--- src/verilog/ex_pkg.sv ---
/*
 * execute stage shared types
 * alu operation and branch comparison codes, numbered for vector files
 */
`default_nettype none

package ex_pkg;

    // alu operation select, codes fixed for stimulus files
    typedef enum logic [3:0] {
        ALU_ADD   = 4'd0,   // a + b
        ALU_SUB   = 4'd1,   // a - b
        ALU_SLL   = 4'd2,   // logical left shift
        ALU_SLT   = 4'd3,   // signed less than
        ALU_SLTU  = 4'd4,   // unsigned less than
        ALU_XOR   = 4'd5,
        ALU_SRL   = 4'd6,   // logical right shift
        ALU_SRA   = 4'd7,   // arithmetic right shift
        ALU_OR    = 4'd8,
        ALU_AND   = 4'd9,
        ALU_PASSB = 4'd10   // operand b through, lui
    } alu_op_e;

    // branch compare type, follows the funct3 field of the branch opcode
    typedef enum logic [2:0] {
        BR_EQ  = 3'd0,   // beq
        BR_NE  = 3'd1,   // bne
        BR_LT  = 3'd4,   // blt, signed
        BR_GE  = 3'd5,   // bge, signed
        BR_LTU = 3'd6,   // bltu
        BR_GEU = 3'd7    // bgeu
    } br_type_e;

endpackage

`default_nettype wire

--- src/verilog/alu.sv ---
/*
 * integer alu for the execute stage
 * purely combinational, one operation per cycle selected by op
 */
`timescale 1ns/1ps
`default_nettype none

module alu
    import ex_pkg::*;
#(
    parameter int xlen = 64
) (
    input  alu_op_e           op,      // operation select
    input  logic [xlen-1:0]   a,       // operand a, pc or rs1
    input  logic [xlen-1:0]   b,       // operand b, rs2 or imm
    output logic [xlen-1:0]   result
);

    localparam int shamt_w = $clog2(xlen);   // 6 bits at 64, 5 at 32

    logic [shamt_w-1:0] shamt;     // shift amount from low bits of b
    logic               lt_s;      // signed compare
    logic               lt_u;      // unsigned compare

    assign shamt = b[shamt_w-1:0];
    assign lt_s  = $signed(a) < $signed(b);
    assign lt_u  = a < b;

    always_comb begin
        case (op)
            ALU_ADD: begin
                result = a + b;
            end
            ALU_SUB: begin
                result = a - b;
            end
            ALU_SLL: begin
                result = a << shamt;
            end
            ALU_SRL: begin
                result = a >> shamt;
            end
            ALU_SRA: begin
                result = $unsigned($signed(a) >>> shamt);   // sign fill from msb
            end
            ALU_SLT: begin
                result = {{(xlen-1){1'b0}}, lt_s};   // 1 or 0
            end
            ALU_SLTU: begin
                result = {{(xlen-1){1'b0}}, lt_u};
            end
            ALU_XOR: begin
                result = a ^ b;
            end
            ALU_OR: begin
                result = a | b;
            end
            ALU_AND: begin
                result = a & b;
            end
            ALU_PASSB: begin
                result = b;   // lui, imm already shifted by decode
            end
            default: begin
                result = '0;   // unused codes give zero
            end
        endcase
    end

endmodule

`default_nettype wire

--- src/verilog/branch_cond.sv ---
/*
 * branch condition unit
 * compares rs1 and rs2 under the branch type, signed and unsigned
 */
`timescale 1ns/1ps
`default_nettype none

module branch_cond
    import ex_pkg::*;
#(
    parameter int xlen = 64
) (
    input  br_type_e          br_type,   // comparison select
    input  logic [xlen-1:0]   rs1,
    input  logic [xlen-1:0]   rs2,
    output logic              taken      // condition holds
);

    logic eq;     // equal
    logic lt_s;   // rs1 < rs2 signed
    logic lt_u;   // rs1 < rs2 unsigned

    assign eq   = rs1 == rs2;
    assign lt_s = $signed(rs1) < $signed(rs2);
    assign lt_u = rs1 < rs2;

    // is_branch gating lives in the top level
    always_comb begin
        case (br_type)
            BR_EQ:   taken = eq;
            BR_NE:   taken = !eq;
            BR_LT:   taken = lt_s;
            BR_GE:   taken = !lt_s;
            BR_LTU:  taken = lt_u;
            BR_GEU:  taken = !lt_u;
            default: taken = 1'b0;   // reserved funct3 codes
        endcase
    end

endmodule

`default_nettype wire

--- src/verilog/pipe_ex_stage.sv ---
/*
 * execute stage of the five-stage pipeline
 * operand select, alu, branch and jump resolution, ex/mem register
 * a high stall level freezes every output register
 */
`timescale 1ns/1ps
`default_nettype none

module pipe_ex_stage
    import ex_pkg::*;
#(
    parameter int xlen = 64
) (
    input  logic              clk,
    input  logic              reset,          // async, active low
    input  logic              stall,          // hold all ex/mem state

    input  logic [xlen-1:0]   rs1_data,       // from decode
    input  logic [xlen-1:0]   rs2_data,
    input  logic [xlen-1:0]   imm,
    input  logic [xlen-1:0]   pc,
    input  logic [4:0]        rd,             // destination register
    input  logic              rf_wr_en,       // write-back enable
    input  logic [1:0]        rf_wr_sel,      // write-back source select
    input  alu_op_e           alu_op,
    input  logic              a_sel,          // 0 pc, 1 rs1
    input  logic              b_sel,          // 0 rs2, 1 imm
    input  logic [2:0]        mem_rd_ctrl,    // load type, 0 idle
    input  logic [2:0]        mem_wr_ctrl,    // store type, 0 idle
    input  logic              do_jump,        // jal / jalr
    input  logic              is_branch,      // conditional branch
    input  br_type_e          br_type,

    output logic [xlen-1:0]   pc_ex,
    output logic [xlen-1:0]   alu_result_ex,
    output logic              branch_taken_ex,
    output logic [xlen-1:0]   branch_target_ex,
    output logic [xlen-1:0]   store_data_ex,  // rs2 on to memory stage
    output logic [4:0]        rd_ex,
    output logic              rf_wr_en_ex,
    output logic [1:0]        rf_wr_sel_ex,
    output logic [2:0]        mem_rd_ctrl_ex,
    output logic [2:0]        mem_wr_ctrl_ex
);

    logic [xlen-1:0] op_a;         // alu operand a
    logic [xlen-1:0] op_b;         // alu operand b
    logic [xlen-1:0] alu_result;
    logic            br_cond;      // compare result, not yet qualified
    logic            redirect;     // pc must change
    logic [xlen-1:0] target;       // pc relative target

    // operand muxes
    assign op_a = a_sel ? rs1_data : pc;
    assign op_b = b_sel ? imm : rs2_data;

    alu #(
        .xlen   (xlen)
    ) u_alu (
        .op     (alu_op),
        .a      (op_a),
        .b      (op_b),
        .result (alu_result)
    );

    // always compares the register operands
    branch_cond #(
        .xlen    (xlen)
    ) u_branch_cond (
        .br_type (br_type),
        .rs1     (rs1_data),
        .rs2     (rs2_data),
        .taken   (br_cond)
    );

    assign redirect = do_jump | (is_branch & br_cond);   // jumps always taken
    assign target   = pc + imm;

    // redirect outputs, target forced to zero when not taken
    always_ff @(posedge clk or negedge reset) begin
        if (!reset) begin
            branch_taken_ex  <= 1'b0;
            branch_target_ex <= '0;
        end else if (!stall) begin
            branch_taken_ex  <= redirect;
            branch_target_ex <= redirect ? target : '0;
        end
    end

    // result and pass-through fields toward mem and wb
    always_ff @(posedge clk or negedge reset) begin
        if (!reset) begin
            pc_ex          <= '0;
            alu_result_ex  <= '0;
            store_data_ex  <= '0;
            rd_ex          <= '0;
            rf_wr_en_ex    <= 1'b0;   // idle, no write-back
            rf_wr_sel_ex   <= '0;
            mem_rd_ctrl_ex <= '0;     // idle, no load
            mem_wr_ctrl_ex <= '0;     // idle, no store
        end else if (!stall) begin
            pc_ex          <= pc;
            alu_result_ex  <= alu_result;
            store_data_ex  <= rs2_data;
            rd_ex          <= rd;
            rf_wr_en_ex    <= rf_wr_en;
            rf_wr_sel_ex   <= rf_wr_sel;
            mem_rd_ctrl_ex <= mem_rd_ctrl;
            mem_wr_ctrl_ex <= mem_wr_ctrl;
        end
    end

endmodule

`default_nettype wire

--- config.mk ---
export PLATFORM = sky130hd
export DESIGN_NAME = pipe_ex_stage
export DESIGN_NICKNAME = d
export VERILOG_FILES = /design/src/verilog/ex_pkg.sv /design/src/verilog/alu.sv /design/src/verilog/branch_cond.sv /design/src/verilog/pipe_ex_stage.sv
export SDC_FILE = /design/constraint.sdc
export NUM_CORES = 2
export LEC_CHECK = 0
export BUFFER_PORTS_ARGS = -buffer_cell sky130_fd_sc_hd__buf_2
export CAP_MARGIN = 0
export CORE_UTILIZATION = 54
export DETAILED_ROUTE_END_ITERATION = 6
export PLACE_DENSITY = 0.78
export REMOVE_ABC_BUFFERS = 1
export SLEW_MARGIN = 20
export SYNTH_ARGS = -nofsm -noshare
export SYNTH_HDL_FRONTEND = slang
export SYNTH_SLANG_ARGS = --single-unit
--- constraint.sdc ---
create_clock -name clk -period 2.9 [get_ports clk]
set_input_delay 0.58 -clock clk [delete_from_list [all_inputs] [get_ports clk]]
set_output_delay 0.58 -clock clk [all_outputs]
set_load 0.02 [all_outputs]
==> impl_metrics.json, run 1 <==
{
  "synth_top_area_cell": "dfrtp_1",
  "dieWidth_um": 260.1,
  "tool.error": "[ERROR GRT-0116] Global routing finished with congestion. Check the congestion regions in the DRC Viewer.",
  "ys_ff_latch": 271,
  "synth_warnings": 0,
  "synth-edff-count": 0,
  "synthFlopType": "dfrtp_1",
  "std_cell_rows": 94,
  "cts.sinks": 271,
  "synthTopCellsByCount": "nand2_1, nor2_1, a21oi_1, o21ai_0, mux2i_1",
  "grt.total_usage": 0.8920,
  "io_pins": 555,
  "grt_pass1_wl_um": 459600,
  "grt_start_max_net_pins": 146,
  "grt-ovfl-total": 1164,
  "synthAdderAreaFrac": 0.1154,
  "avgSynthCellArea_sq_um": 7.466,
  "synthCells": 4817,
  "synth_top_family_by_area": "compound AO/OA/AOI/OAI gates",
  "yosys.area.top_type_share": 0.1886,
  "die_h_um": 260.1,
  "cts_htree_levels": 2,
  "outcome": "aborted with a tool error",
  "gp_congestion": 1.234,
  "haltStage": "global routing (5_1_grt)",
  "cts.path.max_buffers": 3,
  "cts_root_buffer": "clkbuf_16",
  "dp_hpwl_um": 162600,
  "async_flop_share": 1.000,
  "post-synth-top-count-cell": "nand2_1",
  "synth.area.mux_share": 0.1360,
  "syn_area_sq_um": 35960,
  "place_area_sq_um": 51980,
  "io_buffers": 554,
  "synthXorXnorAreaFrac": 0.02157,
  "ys_seq_area_frac": 0.1886,
  "numCtsBuffers": 38,
  "synth_compound_area_frac": 0.3056,
  "synth_area_leaders": "dfrtp_1, ha_1, mux2i_1, a21oi_1, nand2_1",
  "grt_pass1_vias": 65280,
  "synthSimpleGateAreaFrac": 0.1669,
  "start_util": 0.5460,
  "synthDistinctLibCells": 95
}
## metal layers
layer	GRT overflow	global-route usage
met5	4	0.6054
met3	61	0.7901
met1	44	0.8637
met2	643	1.020
met4	412	0.9212
## through the flow
stage	cells	utilization	worst slack, ns
2_1_floorplan	4497	-	-9.322
3_3_place_gp	7653	0.7892	-2.148
3_5_place_dp	7653	0.7892	-2.195
4_1_cts	7814	0.8779	-0.8520
## logic make-up after synthesis
logic type                 Yosys count
buffers and inverters              602
AOI/OAI and AO/OA                 1683
muxes                              468
adders and majority gates          330
and+or+nand+nor                   1376
xor gates and xnor gates            87
DFF                                271
## what timing repair did
item	4_1_cts
hold buffers	0
setup buffers	89
resized for setup	729
endpoints found under the setup margin	129
cloned	10
pin swaps	235
==> inputs of run 2 (changes only) <==
--- a/config.mk
+++ b/config.mk
@@ -7,9 +7,9 @@
 export LEC_CHECK = 0
 export BUFFER_PORTS_ARGS = -buffer_cell sky130_fd_sc_hd__buf_2
 export CAP_MARGIN = 0
-export CORE_UTILIZATION = 54
+export CORE_UTILIZATION = 39
 export DETAILED_ROUTE_END_ITERATION = 6
-export PLACE_DENSITY = 0.78
+export PLACE_DENSITY_LB_ADDON = 0.15
 export REMOVE_ABC_BUFFERS = 1
 export SLEW_MARGIN = 20
 export SYNTH_ARGS = -nofsm -noshare
==> impl_metrics.json, run 2 <==
{
  "irDropWorstVdd_mv": 0.4931,
  "hold_class": "in -> reg",
  "dieArea_sq_um": 93430,
  "setup_viol": 129,
  "route.detailed.drc": 1,
  "core_region_area_sq_um": 91520,
  "std_cell_rows": 111,
  "critPathLaunchType": "input port",
  "synth-edff-count": 0,
  "synth_top_area_cell": "dfrtp_1",
  "vias": 52066,
  "io_pins": 555,
  "yosys.area.top_type_share": 0.1886,
  "rsz0062_at_grt": "yes",
  "fin_crit_sh": 1.338,
  "antenna_found_initial": 8,
  "whs_endpoint": "mem_rd_ctrl_ex[1]",
  "synth_warnings": 0,
  "viasPerCell": 6.174,
  "final_nets": 7828,
  "grt_pass1_vias": 49484,
  "final.setup.worst_slack_ns": -0.9807,
  "end_kind": "flip-flop",
  "hold_slack_ns": 0.1874,
  "outcome": "complete, but fails checks",
  "violations": "design-rule violations, negative setup slack",
  "clk_pin_slew_ns": 0.06,
  "synthTopCellsByCount": "nand2_1, nor2_1, a21oi_1, o21ai_0, mux2i_1",
  "critPathArrivalTime_ns": 4.36,
  "leakagePower_nw": 30.78,
  "finalNonFillerCells": 8433,
  "slew_viol_final": 0,
  "final_cell_mix": "buf_4, buf_2, nand2_1",
  "layout-drive-gt1-share": 0.5055,
  "dieWidth_um": 305.7,
  "place_area_sq_um": 53870,
  "power.density_nw_per_um2": 425.8,
  "place_inst": 8137,
  "cts.path.max_buffers": 3,
  "grt.total_usage": 0.4795,
  "async_flop_share": 1.000,
  "gp_congestion": 1.099,
  "period_minus_slack_ns": 3.881,
  "die_h_um": 305.7,
  "multi_input_area_sq_um": 32660,
  "dp_hpwl_um": 178000,
  "ant_nets": 0,
  "seq_area_sq_um": 6782,
  "hold_viol": 0,
  "drt-pass1-iter-count": 7,
  "place_ws_ns": -2.413,
  "grt-ovfl-total": 0,
  "grt_start_max_net_pins": 130,
  "numCtsBuffers": 38,
  "r2r_start": "alu_result_ex[60]",
  "crit_start": "b_sel",
  "final_area_sq_um": 64420,
  "cts.sinks": 271,
  "synthFlopType": "dfrtp_1",
  "ys_seq_area_frac": 0.1886,
  "r2r_end": "alu_result_ex[60]",
  "avgSynthCellArea_sq_um": 7.466,
  "r2r_cells": 9,
  "start_util": 0.3929,
  "worst_clock_skew_ns": 0,
  "cts_htree_levels": 2,
  "timing.slew.headroom": 0.4164,
  "tightestPinTransition_ns": 0.8701,
  "maxCapViolations": 0,
  "io_buffers": 554,
  "final_common_cell": "buf_4",
  "crit_fanout": 7,
  "wl_um": 242400,
  "area_delta_synth_final_pct": 79.14,
  "required_ns": 3.38,
  "synth_area_leaders": "dfrtp_1, ha_1, mux2i_1, a21oi_1, nand2_1",
  "cts_tree": "done",
  "nFillCells": 7396,
  "hold_path_startpoint": "mem_rd_ctrl[1]",
  "clock.fmax_ghz": 0.2577,
  "holdPathStages": 2,
  "drtIter0Drc": 6589,
  "wl_per_cell_um": 28.75,
  "grt_pass1_wl_um": 330900,
  "syn_area_sq_um": 35960,
  "synthCells": 4817,
  "synthDistinctLibCells": 95,
  "ys_ff_latch": 271,
  "clock_latency_ns": 0.63,
  "path_class": "in -> reg",
  "post-synth-top-count-cell": "nand2_1",
  "reg2reg_slack_ns": 0.52,
  "cts_root_buffer": "clkbuf_16"
}
==> run 2: cell type report <==
| class | count | area share |
|---|---|---|
| multi-input combinational | 3944 | 0.5070 |
| timing repair buffer | 2677 | 0.3269 |
| sequential | 271 | 0.1053 |
| tap | 1186 | 0.02303 |
| clock buffer | 54 | 0.01758 |
| inverter | 282 | 0.01701 |
| clock inverter | 15 | 0.003088 |
| antenna | 4 | 0.0001554 |
==> run 2: per-layer routing <==
layer,wire length (um),up-vias,part of all wire,GRT usage
met5,29,-,0.00012,0
met4,23730,4,0.098,0.3680
met3,26390,1039,0.11,0.1048
met2,103000,3526,0.42,0.7339
met1,89310,24887,0.37,0.5858
li1,-,22610,-,-
==> run 2: what timing repair did <==
action | in CTS | in global routing
hold buffers | 1 | 0
setup endpoints to repair | 129 | 129
hold endpoints to repair | 30 | 0
buffers inserted | 75 | 154
pin swaps | 198 | 295
cloned | 23 | 10
resized for setup | 687 | 775
==> run 2: worst max-delay path by stage <==
stage	cells past startpoint	slack [ns]	end
after global placement	21	-2.35	alu_result_ex[62]
after global routing	20	-1.02	alu_result_ex[41]
final	19	-0.98	alu_result_ex[38]
after floorplan	14	-9.32	alu_result_ex[38]
after detailed placement	18	-2.41	alu_result_ex[54]
after CTS	17	-0.90	alu_result_ex[26]
==> run 2: logic make-up (layout without fill, tap and decap cells) <==
group                      after synthesis  in the layout  share of synthesized area
other                                    0              4                          0
and+or+nand+nor                       1376           1376                     0.1669
muxes                                  468            468                     0.1360
buffers and inverters                  602           3028                    0.06596
AOI/OAI and AO/OA                     1683           1683                     0.3056
adders and majority gates              330            330                     0.1154
xor gates and xnor gates                87             87                    0.02157
DFF                                    271            271                     0.1886
==> run 2: critical path, stage by stage <==
cell      delay, ns
buf_16         0.18
buf_8          0.16
mux2i_4        0.29
buf_6          0.18
inv_4          0.06
fa_2           0.37
a211o_1        0.30
a21oi_2        0.18
a22oi_1        0.09
buf_4          0.17
buf_6          0.12
a31o_4         0.23
nand4_1        0.15
a21oi_4        0.11
a31o_4         0.26
a221o_1        0.33
a31oi_1        0.22
mux2i_1        0.21
o221ai_1       0.12
==> run 2: metrics by stage <==
stage	power (W)	TNS, ns	util
detailed placement	0.01843	-232.45	0.5886
global placement	0.01837	-225.27	0.5886
floorplan	0.01071	-673.55	-
global route	0.02821	-73.48	0.7038
finish	0.02743	-69.20	0.7039
CTS	0.02529	-63.20	0.6526
==> run 2: report_power, final <==
group | leakage (nW) | internal [W] | switching (W)
Combinational | 26.8 | 0.00787 | 0.00972
Sequential | 3.36 | 0.00426 | 0.000328
Clock | 0.653 | 0.00308 | 0.00217
Power figures use the tool's default switching activity.
